==> src/common/alu_pkg.sv <==
package alu_pkg;

    // operand and result width, Q6.10
    localparam int DATA_W = 16;
    localparam int FRAC_W = 10;

    // opcode field width
    localparam int INST_W = 4;

    // step counter of the serial engine
    localparam int CNT_W = 4;

    // saturation limits of a signed Q6.10 word
    localparam logic [DATA_W-1:0] DATA_MAX = {1'b0, {(DATA_W-1){1'b1}}};
    localparam logic [DATA_W-1:0] DATA_MIN = {1'b1, {(DATA_W-1){1'b0}}};

    // codes 3 and 9..15 are unsupported
    typedef enum logic [INST_W-1:0] {
        OP_ADD  = 4'd0,
        OP_SUB  = 4'd1,
        OP_MAC  = 4'd2,
        OP_GRAY = 4'd4,
        OP_LRCW = 4'd5,
        OP_ROT  = 4'd6,
        OP_CLZ  = 4'd7,
        OP_RM4  = 4'd8
    } alu_op_e;

    // serial engine phases
    typedef enum logic [1:0] {
        SER_IDLE = 2'd0,
        SER_RUN  = 2'd1,
        SER_DONE = 2'd2
    } serial_state_e;

endpackage

==> src/common/alu_opnd_if.sv <==
`timescale 1ns/1ps

interface alu_opnd_if;

    // captured instruction, held until the next acceptance
    alu_pkg::alu_op_e           op;
    logic [alu_pkg::DATA_W-1:0] a;
    logic [alu_pkg::DATA_W-1:0] b;

    // single-cycle op waiting for its result register
    logic                       pending;
    // kicks the serial engine
    logic                       start;

    modport ctrl (output op, a, b, pending, start);
    modport unit (input op, a, b, pending, start);

endinterface

==> src/design/alu_ctrl.sv <==
`timescale 1ns/1ps

module alu_ctrl (
    input  logic                       i_clk,
    input  logic                       i_rst_n,
    input  logic                       i_in_valid,
    input  logic [alu_pkg::INST_W-1:0] i_inst,
    input  logic [alu_pkg::DATA_W-1:0] i_data_a,
    input  logic [alu_pkg::DATA_W-1:0] i_data_b,
    output logic                       o_busy,
    output logic                       o_out_valid,
    output logic [alu_pkg::DATA_W-1:0] o_data,
    alu_opnd_if.ctrl                   opnd,
    input  logic [alu_pkg::DATA_W-1:0] i_sum,
    input  logic [alu_pkg::DATA_W-1:0] i_mac,
    input  logic [alu_pkg::DATA_W-1:0] i_gray,
    input  logic [alu_pkg::DATA_W-1:0] i_rm4,
    input  logic [alu_pkg::DATA_W-1:0] i_ser_result,
    input  logic                       i_ser_done
);

    logic                       accept;
    logic                       is_single;
    logic                       is_serial;
    logic [alu_pkg::DATA_W-1:0] result_sel;

    // serial ops hold off new instructions
    assign accept = i_in_valid && !o_busy;

    // opcode class, unsupported codes fall in neither
    always_comb begin
        is_single = 1'b0;
        is_serial = 1'b0;
        case (i_inst)
            alu_pkg::OP_ADD, alu_pkg::OP_SUB, alu_pkg::OP_MAC,
            alu_pkg::OP_GRAY, alu_pkg::OP_RM4: is_single = 1'b1;
            alu_pkg::OP_ROT, alu_pkg::OP_CLZ, alu_pkg::OP_LRCW: is_serial = 1'b1;
            default: ;
        endcase
    end

    // operand capture
    always_ff @(posedge i_clk) begin
        if (accept) begin
            opnd.op <= alu_pkg::alu_op_e'(i_inst);
            opnd.a  <= i_data_a;
            opnd.b  <= i_data_b;
        end
    end

    // strobes and busy flag
    always_ff @(posedge i_clk or negedge i_rst_n) begin
        if (!i_rst_n) begin
            opnd.pending <= 1'b0;
            opnd.start   <= 1'b0;
            o_busy       <= 1'b0;
        end else begin
            opnd.pending <= accept && is_single;
            opnd.start   <= accept && is_serial;
            if (accept && is_serial) begin
                o_busy <= 1'b1;
            end else if (i_ser_done) begin
                // drops on the same edge the result is registered
                o_busy <= 1'b0;
            end
        end
    end

    // pick the unit that owns the captured op
    always_comb begin
        case (opnd.op)
            alu_pkg::OP_ADD,
            alu_pkg::OP_SUB:  result_sel = i_sum;
            alu_pkg::OP_MAC:  result_sel = i_mac;
            alu_pkg::OP_GRAY: result_sel = i_gray;
            alu_pkg::OP_RM4:  result_sel = i_rm4;
            // serial ops, op stays put while busy
            default:          result_sel = i_ser_result;
        endcase
    end

    // output register and valid pulse
    always_ff @(posedge i_clk or negedge i_rst_n) begin
        if (!i_rst_n) begin
            o_out_valid <= 1'b0;
            o_data      <= '0;
        end else begin
            o_out_valid <= opnd.pending || i_ser_done;
            if (opnd.pending || i_ser_done) begin
                o_data <= result_sel;
            end
        end
    end

    // captured operands never move during a serial op
    a_no_accept_busy: assert property (@(posedge i_clk) disable iff (!i_rst_n)
        o_busy |=> $stable(opnd.op) && $stable(opnd.a) && $stable(opnd.b));

    // only one result per serial op
    a_single_valid: assert property (@(posedge i_clk) disable iff (!i_rst_n)
        o_out_valid && o_busy |=> !o_out_valid);

    // serial engine finishes only what was started
    a_done_in_busy: assert property (@(posedge i_clk) disable iff (!i_rst_n)
        i_ser_done |-> o_busy);

endmodule

==> src/design/alu_bitops.sv <==
`timescale 1ns/1ps

module alu_bitops (
    alu_opnd_if.unit                   opnd,
    output logic [alu_pkg::DATA_W-1:0] o_gray,
    output logic [alu_pkg::DATA_W-1:0] o_rm4
);

    // binary to gray, msb passes through
    always_comb begin
        for (int i = 0; i < alu_pkg::DATA_W - 1; i++) begin
            o_gray[i] = opnd.a[i+1] ^ opnd.a[i];
        end
        o_gray[alu_pkg::DATA_W-1] = opnd.a[alu_pkg::DATA_W-1];
    end

    // nibble of a against the mirrored nibble of b
    always_comb begin
        o_rm4 = '0;
        for (int i = 0; i < alu_pkg::DATA_W - 3; i++) begin
            o_rm4[i] = (opnd.a[i+:4] == opnd.b[alu_pkg::DATA_W-1-i-:4]);
        end
        // top three bits have no full window
    end

endmodule

==> src/arith/alu_addsub.sv <==
`timescale 1ns/1ps

module alu_addsub (
    alu_opnd_if.unit                   opnd,
    output logic [alu_pkg::DATA_W-1:0] o_sum
);

    logic [alu_pkg::DATA_W:0] a_ext;
    logic [alu_pkg::DATA_W:0] b_ext;
    logic [alu_pkg::DATA_W:0] sum;
    logic                     ovf;

    // one extra sign bit so -DATA_MIN still fits
    assign a_ext = {opnd.a[alu_pkg::DATA_W-1], opnd.a};
    assign b_ext = (opnd.op == alu_pkg::OP_SUB) ?
                   (~{opnd.b[alu_pkg::DATA_W-1], opnd.b} + 1'b1) :
                   {opnd.b[alu_pkg::DATA_W-1], opnd.b};

    assign sum = a_ext + b_ext;

    // top two bits disagree on signed overflow
    assign ovf = sum[alu_pkg::DATA_W] ^ sum[alu_pkg::DATA_W-1];

    // clamp toward the sign of the true result
    assign o_sum = !ovf ? sum[alu_pkg::DATA_W-1:0] :
                   sum[alu_pkg::DATA_W] ? alu_pkg::DATA_MIN : alu_pkg::DATA_MAX;

endmodule

==> src/arith/alu_mac.sv <==
`timescale 1ns/1ps

module alu_mac #(
    parameter int MAC_GUARD_W = 4
) (
    input  logic                       i_clk,
    input  logic                       i_rst_n,
    alu_opnd_if.unit                   opnd,
    output logic [alu_pkg::DATA_W-1:0] o_mac
);

    localparam int PROD_W = 2 * alu_pkg::DATA_W;
    localparam int ACC_W  = PROD_W + MAC_GUARD_W;
    // magnitude after dropping the fraction, plus a carry bit
    localparam int RND_W  = ACC_W - alu_pkg::FRAC_W + 1;

    localparam logic [ACC_W-1:0] ACC_MAX = {1'b0, {(ACC_W-1){1'b1}}};
    localparam logic [ACC_W-1:0] ACC_MIN = {1'b1, {(ACC_W-1){1'b0}}};
    localparam logic [RND_W-1:0] LIM_POS = {{(RND_W-alu_pkg::DATA_W){1'b0}}, alu_pkg::DATA_MAX};
    localparam logic [RND_W-1:0] LIM_NEG = LIM_POS + 1'b1;

    logic signed [PROD_W-1:0] prod;
    logic [ACC_W-1:0]         prod_ext;
    logic [ACC_W-1:0]         acc;
    logic [ACC_W:0]           sum;
    logic                     ovf;
    logic [ACC_W-1:0]         acc_nx;
    logic                     neg;
    logic [ACC_W-1:0]         mag;
    logic [RND_W-1:0]         rnd;
    logic                     mac_en;

    // full Q12.20 product
    assign prod     = $signed(opnd.a) * $signed(opnd.b);
    assign prod_ext = {{MAC_GUARD_W{prod[PROD_W-1]}}, prod};

    // guarded add, saturates at the accumulator width
    assign sum    = {acc[ACC_W-1], acc} + {prod_ext[ACC_W-1], prod_ext};
    assign ovf    = sum[ACC_W] ^ sum[ACC_W-1];
    assign acc_nx = !ovf ? sum[ACC_W-1:0] : (sum[ACC_W] ? ACC_MIN : ACC_MAX);

    assign mac_en = opnd.pending && (opnd.op == alu_pkg::OP_MAC);

    always_ff @(posedge i_clk or negedge i_rst_n) begin
        if (!i_rst_n) begin
            acc <= '0;
        end else if (mac_en) begin
            acc <= acc_nx;
        end
    end

    // sign-magnitude rounding, half up on the magnitude
    assign neg = acc_nx[ACC_W-1];
    assign mag = neg ? (~acc_nx + 1'b1) : acc_nx;
    assign rnd = {1'b0, mag[ACC_W-1:alu_pkg::FRAC_W]} + mag[alu_pkg::FRAC_W-1];

    // back to Q6.10, negative side reaches one step further
    always_comb begin
        if (neg) begin
            o_mac = (rnd > LIM_NEG) ? alu_pkg::DATA_MIN :
                    (~rnd[alu_pkg::DATA_W-1:0] + 1'b1);
        end else begin
            o_mac = (rnd > LIM_POS) ? alu_pkg::DATA_MAX : rnd[alu_pkg::DATA_W-1:0];
        end
    end

    // accumulator only moves on a pending MAC
    a_acc_hold: assert property (@(posedge i_clk) disable iff (!i_rst_n)
        !mac_en |=> $stable(acc));

endmodule

==> src/serial/alu_serial.sv <==
`timescale 1ns/1ps

module alu_serial (
    input  logic                       i_clk,
    input  logic                       i_rst_n,
    alu_opnd_if.unit                   opnd,
    output logic                       o_done,
    output logic [alu_pkg::DATA_W-1:0] o_result
);

    localparam int DW = alu_pkg::DATA_W;
    localparam int CW = alu_pkg::CNT_W;

    alu_pkg::serial_state_e state;
    alu_pkg::serial_state_e state_nx;
    logic [CW-1:0]          cnt;
    logic [CW-1:0]          cnt_nx;
    logic [DW-1:0]          work;
    logic [DW-1:0]          work_nx;

    // shift left, complement of old msb into bit 0
    function automatic logic [DW-1:0] lrcw_step(input logic [DW-1:0] w);
        lrcw_step = {w[DW-2:0], ~w[DW-1]};
    endfunction

    always_comb begin
        state_nx = state;
        cnt_nx   = cnt;
        work_nx  = work;
        case (state)
            alu_pkg::SER_IDLE: begin
                if (opnd.start) begin
                    state_nx = alu_pkg::SER_RUN;
                    cnt_nx   = '0;
                    case (opnd.op)
                        alu_pkg::OP_ROT: begin
                            work_nx = opnd.a;
                            // zero rotate finishes on load
                            if (opnd.b[CW-1:0] == '0) begin
                                state_nx = alu_pkg::SER_DONE;
                            end
                        end
                        alu_pkg::OP_LRCW: begin
                            // bit 0 of a handled while loading
                            work_nx = opnd.a[0] ? lrcw_step(opnd.b) : opnd.b;
                            cnt_nx  = CW'(1);
                        end
                        default: begin
                            // clz, msb checked on load
                            cnt_nx = CW'(1);
                            if (opnd.a == '0) begin
                                work_nx  = DW'(DW);
                                state_nx = alu_pkg::SER_DONE;
                            end else if (opnd.a[DW-1]) begin
                                work_nx  = '0;
                                state_nx = alu_pkg::SER_DONE;
                            end
                        end
                    endcase
                end
            end
            alu_pkg::SER_RUN: begin
                cnt_nx = cnt + 1'b1;
                case (opnd.op)
                    alu_pkg::OP_ROT: begin
                        work_nx = {work[0], work[DW-1:1]};
                        if (cnt_nx == opnd.b[CW-1:0]) begin
                            state_nx = alu_pkg::SER_DONE;
                        end
                    end
                    alu_pkg::OP_LRCW: begin
                        if (opnd.a[cnt]) begin
                            work_nx = lrcw_step(work);
                        end
                        // last bit of a
                        if (cnt == CW'(DW - 1)) begin
                            state_nx = alu_pkg::SER_DONE;
                        end
                    end
                    default: begin
                        if (opnd.a[DW-1-cnt]) begin
                            work_nx  = DW'(cnt);
                            state_nx = alu_pkg::SER_DONE;
                        end else if (cnt == CW'(DW - 2)) begin
                            // a is nonzero, so the one sits in bit 0
                            work_nx  = DW'(DW - 1);
                            state_nx = alu_pkg::SER_DONE;
                        end
                    end
                endcase
            end
            alu_pkg::SER_DONE: state_nx = alu_pkg::SER_IDLE;
            default:           state_nx = alu_pkg::SER_IDLE;
        endcase
    end

    always_ff @(posedge i_clk or negedge i_rst_n) begin
        if (!i_rst_n) begin
            state <= alu_pkg::SER_IDLE;
            cnt   <= '0;
        end else begin
            state <= state_nx;
            cnt   <= cnt_nx;
        end
    end

    // working copy, also holds the final result
    always_ff @(posedge i_clk) begin
        work <= work_nx;
    end

    // one cycle in SER_DONE gives the pulse
    assign o_done   = (state == alu_pkg::SER_DONE);
    assign o_result = work;

    // control never restarts a running engine
    a_start_idle: assert property (@(posedge i_clk) disable iff (!i_rst_n)
        opnd.start |-> state == alu_pkg::SER_IDLE);

endmodule

==> src/design/alu_top.sv <==
`timescale 1ns/1ps

module alu_top #(
    parameter int MAC_GUARD_W = 4
) (
    input  logic                       i_clk,
    input  logic                       i_rst_n,
    input  logic                       i_in_valid,
    input  logic [alu_pkg::INST_W-1:0] i_inst,
    input  logic [alu_pkg::DATA_W-1:0] i_data_a,
    input  logic [alu_pkg::DATA_W-1:0] i_data_b,
    output logic                       o_busy,
    output logic                       o_out_valid,
    output logic [alu_pkg::DATA_W-1:0] o_data
);

    // per-unit results back to the output mux
    logic [alu_pkg::DATA_W-1:0] sum;
    logic [alu_pkg::DATA_W-1:0] mac;
    logic [alu_pkg::DATA_W-1:0] gray;
    logic [alu_pkg::DATA_W-1:0] rm4;
    logic [alu_pkg::DATA_W-1:0] ser_result;
    logic                       ser_done;

    // captured operands, shared by all units
    alu_opnd_if opnd ();

    alu_ctrl u_ctrl (
        .i_clk        (i_clk),
        .i_rst_n      (i_rst_n),
        .i_in_valid   (i_in_valid),
        .i_inst       (i_inst),
        .i_data_a     (i_data_a),
        .i_data_b     (i_data_b),
        .o_busy       (o_busy),
        .o_out_valid  (o_out_valid),
        .o_data       (o_data),
        .opnd         (opnd.ctrl),
        .i_sum        (sum),
        .i_mac        (mac),
        .i_gray       (gray),
        .i_rm4        (rm4),
        .i_ser_result (ser_result),
        .i_ser_done   (ser_done)
    );

    alu_addsub u_addsub (
        .opnd  (opnd.unit),
        .o_sum (sum)
    );

    alu_mac #(
        .MAC_GUARD_W (MAC_GUARD_W)
    ) u_mac (
        .i_clk   (i_clk),
        .i_rst_n (i_rst_n),
        .opnd    (opnd.unit),
        .o_mac   (mac)
    );

    alu_bitops u_bitops (
        .opnd   (opnd.unit),
        .o_gray (gray),
        .o_rm4  (rm4)
    );

    alu_serial u_serial (
        .i_clk    (i_clk),
        .i_rst_n  (i_rst_n),
        .opnd     (opnd.unit),
        .o_done   (ser_done),
        .o_result (ser_result)
    );

endmodule

==> config.mk <==
export PLATFORM = sky130hd
export DESIGN_NAME = alu_top
export DESIGN_NICKNAME = d
export VERILOG_FILES = /design/src/common/alu_pkg.sv /design/src/common/alu_opnd_if.sv /design/src/design/alu_ctrl.sv /design/src/design/alu_bitops.sv /design/src/arith/alu_addsub.sv /design/src/arith/alu_mac.sv /design/src/serial/alu_serial.sv /design/src/design/alu_top.sv
export SDC_FILE = /design/constraint.sdc
export NUM_CORES = 1
export LEC_CHECK = 0
export BUFFER_PORTS_ARGS = -buffer_cell sky130_fd_sc_hd__buf_4
export CORE_MARGIN = 4
export CORE_UTILIZATION = 25
export CTS_BUF_LIST = sky130_fd_sc_hd__clkbuf_4 sky130_fd_sc_hd__clkbuf_8
export DETAILED_ROUTE_END_ITERATION = 16
export GPL_TIMING_DRIVEN = 0
export PLACE_DENSITY = 0.39
export SYNTH_ARGS = -nofsm -noshare
export SYNTH_HDL_FRONTEND = slang
export SYNTH_SLANG_ARGS = --single-unit
==> constraint.sdc <==
create_clock -name i_clk -period 11.5 [get_ports i_clk]
set_clock_uncertainty 0.15 [all_clocks]
set_input_delay 1.15 -clock i_clk [delete_from_list [all_inputs] [get_ports i_clk]]
set_output_delay 1.15 -clock i_clk [all_outputs]
set_load 0.01 [all_outputs]
# [Word-level counts from Yosys, hierarchy flattened]
# Index checks and enable logic that the tools add are counted.
[op_classes] addsub=8 n_mul=1 order_cmp=4 n_eq_ne=37 n_mux=42 bitwise=22 reduce_logical=19
[ops] operator="two-way mux 16 bit" n=12
[ops] operator="two-way mux 36 bit" n=3
[ops] operator="case mux 16 bit (2 select lines)" n=3
[ops] operator="case mux 16 bit (4 select lines)" n=1
[ops] operator="== test 4 bit" n=14
[ops] operator="adder 36 x 32 -> 37 bit" n=1
[ops] operator="adder 36 x 1 -> 36 bit, second input constant" n=1
[ops] operator="inverter 36 bit" n=1
[ops] operator="less-than comparator 32 x 5 -> 1 bit, second input constant" n=1
[ops] operator="multiplier 16 x 16 -> 32 bit" n=1
[ops] operator="== test 4 x 3 -> 1 bit, second input constant" n=7
[ops] operator="adder 26 x 1 -> 27 bit" n=1
[ops] operator="greater-than comparator 27 x 15 -> 1 bit, second input constant" n=1
[ops] operator="greater-than comparator 27 x 16 -> 1 bit, second input constant" n=1
[ops] operator="adder 17 x 1 -> 17 bit, second input constant" n=1
[ops] operator="adder 17 bit" n=1
[ops] operator="two-way mux 17 bit" n=1
[ops] operator="inverter 17 bit" n=1
[ops] operator="XOR 1 bit" n=17
[ops] operator="adder 16 x 1 -> 16 bit, second input constant" n=1
[ops] operator="== test 4 bit, second input constant" n=4
[ops] operator="zero test 16 bit" n=1
[ops] operator="two-way mux 2 bit" n=8
[ops] operator="inverter 16 bit" n=1
[ops] operator="29 further kinds" n=49
[word_totals] reg_bits=114 in_bits=39 wordCells=145

# [Depth between registers and ports, before layout]
# Gate-level depths: netlist of run 1.
[depth] depth_word=13 ltp_mapped=51 depth_no_buf=43

# [Hierarchy]
# From an unflattened synthesis of run 1, not the netlist that was laid out.
[hier_totals] hier_cells=2552 hier_area_um2=23073.4
[by_module_without_submodules] mod="alu_mac" instances=1 cells_per_inst=1880 area_per_inst_um2=16281.9 seq_area_each_um2=900.9
[by_module_without_submodules] mod="alu_ctrl" instances=1 cells_per_inst=192 area_per_inst_um2=2521.2 seq_area_each_um2=1581.5
[by_module_without_submodules] mod="alu_serial" instances=1 cells_per_inst=214 area_per_inst_um2=2080.7 seq_area_each_um2=630.6
[by_module_without_submodules] mod="alu_addsub" instances=1 cells_per_inst=169 area_per_inst_um2=1296.2 seq_area_each_um2=0.0
[by_module_without_submodules] mod="alu_bitops" instances=1 cells_per_inst=97 area_per_inst_um2=893.4 seq_area_each_um2=0.0

# [Worst setup path after synthesis of run 1]
# No wires, ideal clock.
[synth_path] kind="register to register" startpoint="register u_ctrl.opnd.b[2]" endpoint="register u_ctrl.o_data[7] (netlist name)" arrival_ps=12200 required_ps=11277 slack_ps=-923 path_stages_with_launch=50 cell_sequence="edfxtp_1 > clkbuf_1 > clkbuf_1 > nand2_1 > inv_1 > fa_1 > fa_1 > inv_1 > fa_1 > inv_1 > fa_1 > fa_1 > inv_1 > fa_1 > inv_1 > ha_1 > clkbuf_1 > nand2_1 > (+14 left out) > clkbuf_1 > clkbuf_1 > clkbuf_1 > o21ai_0 > o31a_1 > ha_1 > and3_1 > a32oi_1 > nor3_1 > xor2_1 > nand3_1 > a21oi_1 > nand3_1 > nand4b_1 > a2111oi_4 > buf_6 > a21o_1 > a2bb2oi_2"
[synth_via] elab_chain_cells=13
[synth_rtl] item="start, declared" line_no="alu_opnd_if.sv:15" text="modport ctrl (output op, a, b, pending, start);"
[synth_rtl] item="start signal, assigned" line_no="alu_ctrl.sv:47" text="opnd.b <= i_data_b;"
[synth_rtl] item="multiplier 16 x 16 -> 32 bit" line_no="alu_mac.sv:34" text="assign prod = $signed(opnd.a) * $signed(opnd.b);"
[synth_rtl] item="adder 36 x 32 -> 37 bit" line_no="alu_mac.sv:38" text="assign sum = {acc[ACC_W-1], acc} + {prod_ext[ACC_W-1], prod_ext};"
[synth_rtl] item="two-way mux 36 bit / XOR 1 bit (equally long branches)" line_no="alu_mac.sv:40, alu_mac.sv:39"
[synth_rtl] item="two-way mux 36 bit" line_no="alu_mac.sv:40" text="assign acc_nx = !ovf ? sum[ACC_W-1:0] : (sum[ACC_W] ? ACC_MIN : ACC_MAX);"
[synth_rtl] item="inverter 36 bit" line_no="alu_mac.sv:54" text="assign mag = neg ? (~acc_nx + 1'b1) : acc_nx;"
[synth_rtl] item="adder 36 x 1 -> 36 bit" line_no="alu_mac.sv:54"
[synth_rtl] item="two-way mux 36 bit" line_no="alu_mac.sv:54"
[synth_rtl] item="adder 26 x 1 -> 27 bit" line_no="alu_mac.sv:55" text="assign rnd = {1'b0, mag[ACC_W-1:alu_pkg::FRAC_W]} + mag[alu_pkg::FRAC_W-1];"
[synth_rtl] item="inverter 16 bit" line_no="alu_mac.sv:61" text="(~rnd[alu_pkg::DATA_W-1:0] + 1'b1);"
[synth_rtl] item="adder 16 x 1 -> 16 bit" line_no="alu_mac.sv:61"
[synth_rtl] item="two-way mux 16 bit" line_no="alu_mac.sv:60" text="o_mac = (rnd > LIM_NEG) ? alu_pkg::DATA_MIN :"
[synth_rtl] item="two-way mux 16 bit" line_no="alu_mac.sv:59" text="if (neg) begin"
[synth_rtl] item="case mux 16 bit (4 select lines) *" line_no="alu_ctrl.sv:71" text="case (opnd.op)"
[synth_rtl] item="end signal, assigned" line_no="alu_ctrl.sv:90" text="o_data <= result_sel;"
[synth_rtl] item="end, declared" line_no="alu_ctrl.sv:12" text="output logic [alu_pkg::DATA_W-1:0] o_data,"
# Mark *: on every way between the ends. The rest lies on a longest branch, timed or not.
# A chain may end at the register's enable or synchronous reset.

# [Worst setup path in the final report of run 1]
[layout_path] startpoint="register u_ctrl.opnd.b[12]" endpoint="register u_ctrl.o_data[7] (netlist name)"
# The elaborated chain is that of the path after synthesis.

==> metrics.txt, run 1 <==
status=completed; Initial Utilization=0.252; CP arrival=11610 ps; Hold Fails Final Rpt=0; Setup crit start kind=flip-flop; routability cong.=0.896; min-delay src=u_mac.acc[35]$_DFFE_PN0P_; worst-margin pin slew=1030 ps; initial antenna violation count=1; fmax=88.5 MHz; post-synthesis compound-gate area fraction=0.157; Slowest cell on crit path=fa_1; gr busiest metal=met2; dominant synthesized flop cell=dfrtp_1; Relative slew margins=0.304; Layout Cells excl Fill=4044; clk_lat worst skew=530 ps; Inserted Clock Buffers=17; Seq/Total Area, Yosys=0.139; sequential cell area=3110 µm²; Inst Count DP=3786; global-route wire length before repair=139000 µm; CTS H-tree depth=4; all-layer global routing usage=0.199; hold depth=2; WHS=349 ps; async set-reset flop share out of synthesis=0.544; post-cts hold buffer count=0; # IOs=57; grt ovf=0; CTS Sinks=114; Yosys reg bits=114; via density per instance=5.05; vias in the first global route=20807; Tcrit/Tclk final=0.983; CP top delay family=buffers and inverters; most frequent CP cell=buf_4; Max Cap Viol=0; xor/xnor share of the synthesized area=0.0302; clk slew on worst S/H paths=90 ps; root buf cell=clkbuf_8; min cycle time layout=11300 ps; row count=109; Netlist cell types=98; syn nets=3116; Layout fillers=9254; DRC=0; DRT Pass-1 Iters=5; met3 Use GR=0.0281; IO buf count=56; wire length per cell=23.4 µm; total routed wirelength=94600 µm; r2r startpoint=u_ctrl.opnd.b[12]$_DFFE_PP_; r2r setup slk=200 ps; CTS tree=yes; worst stage delay on the critical path=570 ps; R2R cell count=52; Setup crit end kind=flip-flop; main combinational cell family by area after synthesis=adder cells; max-slew violations=0; Vias=20438; Post-Syn Area=22300 µm²; initial DRC count=1517; area of the multi-input gates=18200 µm²; mux contribution to synthesized area=0.0197; detailed placement HPWL=73000 µm; die area=94100 µm²; Syn Area/Cell=8.71 µm²; ANT nets after route=0; Post-Synth Simple-Gate Area=0.159; Post-Synth Adder-Cell Area=0.397; share of layout cells above drive strength 1=0.220; area of the core=88500 µm²; number of synthesized flops with an enable pin=52; crit path kind=flip-flop to flip-flop; setup TNS=0 ps; area grow syn2layout=27.0%; worst min path class=flip-flop to flip-flop; Final #Nets=3419; Worst Path Buf+Inv=30; GR Util met1=0.271; final setup violation count=0; die span in x=307 µm; Placed Area=24300 µm²; Synth Instances=2562; Required @ worst endpoint=11810 ps; r2r endpoint=u_ctrl.o_data[7]$_DFFE_PN0P_; CP max FO=10; clk buf depth=2; Die Y=307 µm; met2 Use GR=0.317; Ys Warns=0; WHS Endpoint=u_mac.acc[35]$_DFFE_PN0P_; cell area after layout=28300 µm²; largest net degree at the start of global routing=63
==> worst min-delay path, stage by stage (launching register included) <==
cell and delay, ps:
dfrtp_1 360, nand2_1 50, o21ai_0 60
==> flip-flops by register name, summed over array words and instances, names as in the netlist, 2 cells and up <==
| name | cells |
|---|---|
| u_ctrl.o_data | 16 |
| u_ctrl.opnd.a | 16 |
| u_ctrl.opnd.b | 16 |
| u_ctrl.opnd.op | 4 |
| u_mac.acc | 36 |
| u_serial.cnt | 4 |
| u_serial.o_result | 16 |
| u_serial.state | 2 |
==> through the flow <==
step	utilization	setup slack (ps)
after floorplan	-	1.29
final	0.320	200
after global routing	0.320	-106
after global placement	0.274	-3920
after detailed placement	0.274	-4030
after CTS	0.306	2.92
==> placed cells by master (no fill, tap or decap), types with 25 or more instances in the layout <==
cell      Yosys  layout
buf_4         1     280
a21oi_1     128     111
o211ai_1     25      25
xor2_1       28      25
nand2_1     240     224
nor2_1      181     168
xnor2_1      49      44
edfxtp_1     52      52
clkbuf_8      0      35
inv_1       446     429
fa_1        319     297
o21ai_0     107      96
nand3_1      40      38
a31oi_1      37      33
and2_1       68      63
nor3_1       42      38
a221oi_1     27      27
a21o_1       26      26
clkbuf_1    102      36
dfrtp_1      62      62
ha_1        196     168
==> cell usage after synthesis, types with 10 or more instances <==
| cell type | number | share of area |
|---|---|---|
| inv_1 | 446 | 0.075 |
| fa_1 | 319 | 0.29 |
| nand2_1 | 240 | 0.040 |
| ha_1 | 196 | 0.11 |
| nor2_1 | 181 | 0.030 |
| a21oi_1 | 128 | 0.029 |
| o21ai_0 | 107 | 0.024 |
| clkbuf_1 | 102 | 0.017 |
| and2_1 | 68 | 0.019 |
| dfrtp_1 | 62 | 0.070 |
| edfxtp_1 | 52 | 0.070 |
| xnor2_1 | 49 | 0.019 |
| nor3_1 | 42 | 0.0094 |
| nand3_1 | 40 | 0.0090 |
| a31oi_1 | 37 | 0.010 |
| xor2_1 | 28 | 0.011 |
| a221oi_1 | 27 | 0.011 |
| a21o_1 | 26 | 0.0087 |
| o211ai_1 | 25 | 0.0084 |
| or3_1 | 25 | 0.0070 |
| nor4_1 | 24 | 0.0067 |
| nand4_1 | 22 | 0.0062 |
| a22oi_1 | 19 | 0.0064 |
| o21a_1 | 18 | 0.0061 |
| mux2i_1 | 17 | 0.0076 |
| nand2b_1 | 15 | 0.0042 |
| nor2b_1 | 15 | 0.0042 |
| o31ai_1 | 13 | 0.0044 |
| and3_1 | 11 | 0.0031 |
| a211oi_1 | 10 | 0.0034 |
| buf_2 | 10 | 0.0022 |
==> routing by layer <==
layer / share of wire / routed length [µm]
met1: 0.44 / 42100
met3: 0.052 / 4930
met2: 0.45 / 43000
met5: 0 / 0
met4: 0.048 / 4560
==> worst max path at each step <==
stage	slack (ps)	startpoint	depth (start not counted)	endpoint
global placement	-3920	u_ctrl.opnd.a[3]$_DFFE_PP_	45	u_ctrl.o_data[13]$_DFFE_PN0P_
CTS	3	u_ctrl.opnd.a[15]$_DFFE_PP_	50	u_ctrl.o_data[7]$_DFFE_PN0P_
global route	-110	u_ctrl.opnd.a[14]$_DFFE_PP_	48	u_ctrl.o_data[7]$_DFFE_PN0P_
detailed placement	-4030	u_ctrl.opnd.a[3]$_DFFE_PP_	45	u_ctrl.o_data[7]$_DFFE_PN0P_
finish	200	u_ctrl.opnd.b[12]$_DFFE_PP_	52	u_ctrl.o_data[7]$_DFFE_PN0P_
floorplan	1	u_ctrl.opnd.b[4]$_DFFE_PP_	49	u_ctrl.o_data[7]$_DFFE_PN0P_
==> cells by family (layout without fill, tap and decap cells) <==
logic type / count (synthesis) / count (layout)
simple gates: 730 / 731
fa+ha+maj: 517 / 517
other cells: 0 / 1
compound gates: 521 / 521
flops: 114 / 114
xor+xnor: 77 / 77
mux: 32 / 32
buf+inv: 571 / 886
==> layout make-up <==
| type | count | share of cell area |
|---|---|---|
| diodes | 1 | 0.0000883 |
| clock buffers | 18 | 0.00874 |
| repair inverters | 1 | 0.000265 |
| inverters | 451 | 0.0613 |
| well taps | 1165 | 0.0514 |
| plain buffers | 109 | 0.0369 |
| repair buffers | 293 | 0.0829 |
| flip-flops and latches | 114 | 0.110 |
| multi-input cells | 1878 | 0.643 |
| clock inverters | 14 | 0.00539 |
==> timing repair <==
item	CTS	global route
buffers inserted	140	91
endpoints found under the setup margin	40	16
pin swaps	62	82
cloned	2	3
gates resized for setup	319	162
Power of run 1 is left out: the tool's default activity adds up to more than one toggle a clock period on the data nets, which glitch-free logic cannot reach.
==> inputs of run 2 (changes only) <==
- CORE_MARGIN: 4 -> 1
- GPL_TIMING_DRIVEN: 0 -> default
==> run 2 against run 1 <==
Maximum frequency grew 1.8%. Global-route usage shrank 0.59 points. Die area shrank 3.9%. Clock-buffer cell count is the same.
==> metrics.txt, run 2 (synthesis results as in run 1) <==
Hold Fails Final Rpt=0; worst stage delay on the critical path=650 ps; CP top delay family=adder cells; vias in the first global route=20077; commonest non-fill, non-tap cell in the layout=inv_1; Placed Area=25100 µm²; most frequent cells in the layout=442 x inv_1, 309 x fa_1, 236 x nand2_1; Die Y=301 µm; CP arrival=11430 ps; grt ovf=0; CTS tree=yes; CTS H-tree depth=4; Relative slew margins=0.0361; crit path kind=flip-flop to flip-flop; Slowest cell on crit path=fa_2; Setup crit start kind=flip-flop; share of layout cells above drive strength 1=0.148; worst-margin pin slew=1430 ps; routability cong.=0.882; Max Cap Viol=0; Worst Path Buf+Inv=11; cell area after layout=26000 µm²; die span in x=301 µm; clk slew on worst S/H paths=100 ps; Inserted Clock Buffers=17; status=completed; global-route wire length before repair=131000 µm; Final #Nets=3259; r2r setup slk=390 ps; Most flops, register=u_mac.acc; DRT Pass-1 Iters=5; all-layer global routing usage=0.193; ANT nets after route=0; IO buf count=56; Initial Utilization=0.253; total routed wirelength=85500 µm; clk_lat worst skew=540 ps; wire length per cell=22.0 µm; area grow syn2layout=16.7%; min cycle time layout=11110 ps; detailed placement HPWL=71500 µm; Setup crit end kind=flip-flop; Layout Cells excl Fill=3884; post-cts hold buffer count=0; root buf cell=clkbuf_8; DRC=0; fmax=90.0 MHz; worst min path class=primary input to asynchronous set/reset pin; max-slew violations=0; area of the core=88400 µm²; most frequent CP cell=buf_4; die area=90500 µm²; max FFs per register=36; Required @ worst endpoint=11820 ps; Vias=19385; via density per instance=4.99; final setup violation count=0; clk buf depth=2; largest net degree at the start of global routing=55; Tcrit/Tclk final=0.966; CTS Sinks=114; row count=109; # IOs=57; setup TNS=0 ps; initial DRC count=1411; Inst Count DP=3824; CP max FO=23; initial antenna violation count=2
==> run 2: worst paths after layout <==
check,startpoint,end,cells after the start
setup / recovery,u_ctrl.opnd.a[15]$_DFFE_PP_,u_ctrl.o_data[9]$_DFFE_PN0P_,40
hold / removal,i_rst_n,u_ctrl.o_busy$_DFFE_PN0P_,1
setup reg to reg,u_ctrl.opnd.a[15]$_DFFE_PP_,u_ctrl.o_data[9]$_DFFE_PN0P_,40
hold reg to reg,u_mac.acc[34]$_DFFE_PN0P_,u_mac.acc[34]$_DFFE_PN0P_,2
max in group asynchronous,i_rst_n,u_mac.acc[30]$_DFFE_PN0P_,2
min in group i_clk,u_mac.acc[34]$_DFFE_PN0P_,u_mac.acc[34]$_DFFE_PN0P_,2
==> run 2: what timing repair did <==
| action | in CTS | in global routing |
|---|---|---|
| hold endpoints to repair | 0 | 0 |
| pin swaps | 1 | 19 |
| gates cloned | 0 | 1 |
| buffers inserted | 5 | 21 |
| setup endpoints to repair | 16 | 16 |
| resized for setup | 5 | 75 |
==> run 2: layout make-up <==
class                           instances  area (µm²)
Antenna cell                            1        2.50
Timing Repair Buffer                  244        1950
Clock buffer                           18         248
Multi-Input combinational cell       1877       17400
Inverter                              451        1710
Fill cell                            9496       62300
Sequential cell                       114        3110
Tap cell                             1165        1460
Clock inverter                         14         170
==> run 2: metal layers <==
layer  part of all wire  track usage
met1               0.49        0.285
met2               0.45        0.301
met3              0.039       0.0187
met4              0.020       0.0457
met5                  0            0
==> run 2: through the flow <==
stage           util  hold slack, ps  setup slack [ps]
6_report       0.295             260               395
3_3_place_gp   0.284             330              52.9
5_1_grt        0.295             235             -63.6
4_1_cts        0.289             220              33.9
2_1_floorplan      -             300              1.29
3_5_place_dp   0.284             322              -157
Power of run 2 is left out for the same reason.
==> inputs of run 3 (changes only) <==
- CTS_BUF_LIST: sky130_fd_sc_hd__clkbuf_4 sky130_fd_sc_hd__clkbuf_8 -> default
==> run 3 against run 2 <==
Critical path depth increased by 1. Routed wire length about the same. Highest routed layer unchanged. Non-clock buffer count increased by 1. Final cell count unchanged. Register-to-register slack got worse by 40 ps. Largest cell class unchanged.
==> metrics.txt, run 3 (synthesis results as in run 1) <==
detailed placement HPWL=71500 µm; Required @ worst endpoint=11760 ps; area grow syn2layout=17.4%; routability cong.=0.882; Layout fillers=9486; root buf cell=clkbuf_16; Vias=19326; CP max FO=23; r2r setup slk=350 ps; cell area after layout=26200 µm²; commonest non-fill, non-tap cell in the layout=inv_1; Final #Nets=3260; Setup crit end kind=flip-flop; Max Cap Viol=0; IO buf count=56; most frequent CP cell=buf_4; initial DRC count=1452; Placed Area=25100 µm²; CTS Sinks=114; total routed wirelength=85500 µm; share of layout cells above drive strength 1=0.144; clk_lat worst skew=480 ps; max-slew violations=0; initial antenna violation count=0; R2R cell count=41; Util after Layout=0.296; ANT nets after route=0; CTS tree=yes; largest net degree at the start of global routing=55; DRT Pass-1 Iters=5; Most flops, register=u_mac.acc; die span in x=301 µm; final setup violation count=0; vias in the first global route=20065; Hold Fails Final Rpt=0; status=completed; Tcrit/Tclk final=0.970; die area=90500 µm²; worst stage delay on the critical path=660 ps; CTS H-tree depth=4; Inserted Clock Buffers=17; area of the core=88400 µm²; crit path kind=flip-flop to flip-flop; r2r startpoint=u_ctrl.opnd.b[4]$_DFFE_PP_; fmax=89.7 MHz; clk slew on worst S/H paths=70 ps; row count=109; Relative slew margins=0.0261; Setup crit start kind=flip-flop; Crit path depth=41; r2r endpoint=u_ctrl.o_data[9]$_DFFE_PN0P_; worst-margin pin slew=1450 ps; grt ovf=0; global-route wire length before repair=131000 µm; CP top delay family=adder cells; Initial Utilization=0.253; via density per instance=4.98; Layout Cells excl Fill=3884; Crit. Startpoint=u_ctrl.opnd.b[4]$_DFFE_PP_; Die Y=301 µm; most frequent cells in the layout=442 x inv_1, 312 x fa_1, 235 x nand2_1; CP endpoint=u_ctrl.o_data[9]$_DFFE_PN0P_; # IOs=57; worst min path class=primary input to asynchronous set/reset pin; WHS=332 ps; Slowest cell on crit path=fa_2; n_diodes=0; Inst Count DP=3824; clk buf depth=2; min cycle time layout=11150 ps; Worst Path Buf+Inv=12; wire length per cell=22.0 µm; max FFs per register=36; DRC=0; all-layer global routing usage=0.193; CP arrival=11410 ps
==> run 3: cell types whose count changed in the layout (fill, tap and decap cells not counted), moves of 3 or more <==
cell / previous run / this run
fa_2: 10 / 7
fa_1: 309 / 312
clkbuf_8: 18 / 1
clkbuf_16: 0 / 18
==> run 3: per-layer routing <==
| metal | GRT usage | routed length, µm | up-vias |
|---|---|---|---|
| met3 | 0.0199 | 3540 | 70 |
| met2 | 0.301 | 38700 | 479 |
| met1 | 0.285 | 41600 | 9890 |
| met4 | 0.0448 | 1670 | 0 |
| met5 | 0 | 0 | - |
| li1 | - | - | 8887 |
==> run 3: repair_timing <==
action                     in CTS  in global routing
gates cloned                    0                  1
setup endpoints to repair      16                 16
buffers inserted                3                 24
pin swaps                       0                 15
resized for setup               6                 62
hold buffers                    0                  0
==> run 3: how the worst min path moves through the flow <==
stage / from / end / slack (ps) / cells past startpoint
floorplan: u_mac.acc[34]$_DFFE_PN0P_ / u_mac.acc[34]$_DFFE_PN0P_ / 300 / 2
global placement: u_mac.acc[17]$_DFFE_PN0P_ / u_mac.acc[17]$_DFFE_PN0P_ / 330 / 2
detailed placement: u_mac.acc[34]$_DFFE_PN0P_ / u_mac.acc[34]$_DFFE_PN0P_ / 320 / 2
CTS: i_rst_n / u_ctrl.o_busy$_DFFE_PN0P_ / 300 / 1
global route: i_rst_n / u_ctrl.o_busy$_DFFE_PN0P_ / 320 / 1
finish: i_rst_n / u_ctrl.o_busy$_DFFE_PN0P_ / 330 / 1
==> run 3: cell type report <==
cell class	instances	area (µm²)	area share
multi-input combinational	1877	17400	0.663
timing repair buffer	245	1960	0.0747
inverter	451	1710	0.0652
tap	1165	1460	0.0557
clock buffer	19	464	0.0177
sequential	114	3110	0.119
clock inverter	13	140	0.00535
==> run 3: through the flow <==
stage                     worst slack (ps)  TNS [ps]
after floorplan                       1.29         0
after global placement                52.9         0
after detailed placement              -157      -766
after global routing                 -41.5      -162
after CTS                            -12.7     -15.4
final                                  350         0
==> run 3: worst reg2reg max path, delay by kind of cell, from the launching register on <==
family | cells | cell delay [ps]
compound gates | 11 | 2790
mux | 1 | 280
fa+ha+maj | 8 | 3980
xor+xnor | 2 | 320
simple gates | 7 | 1280
flops | 1 | 450
buf+inv | 12 | 1840
Power of run 3 is left out for the same reason.
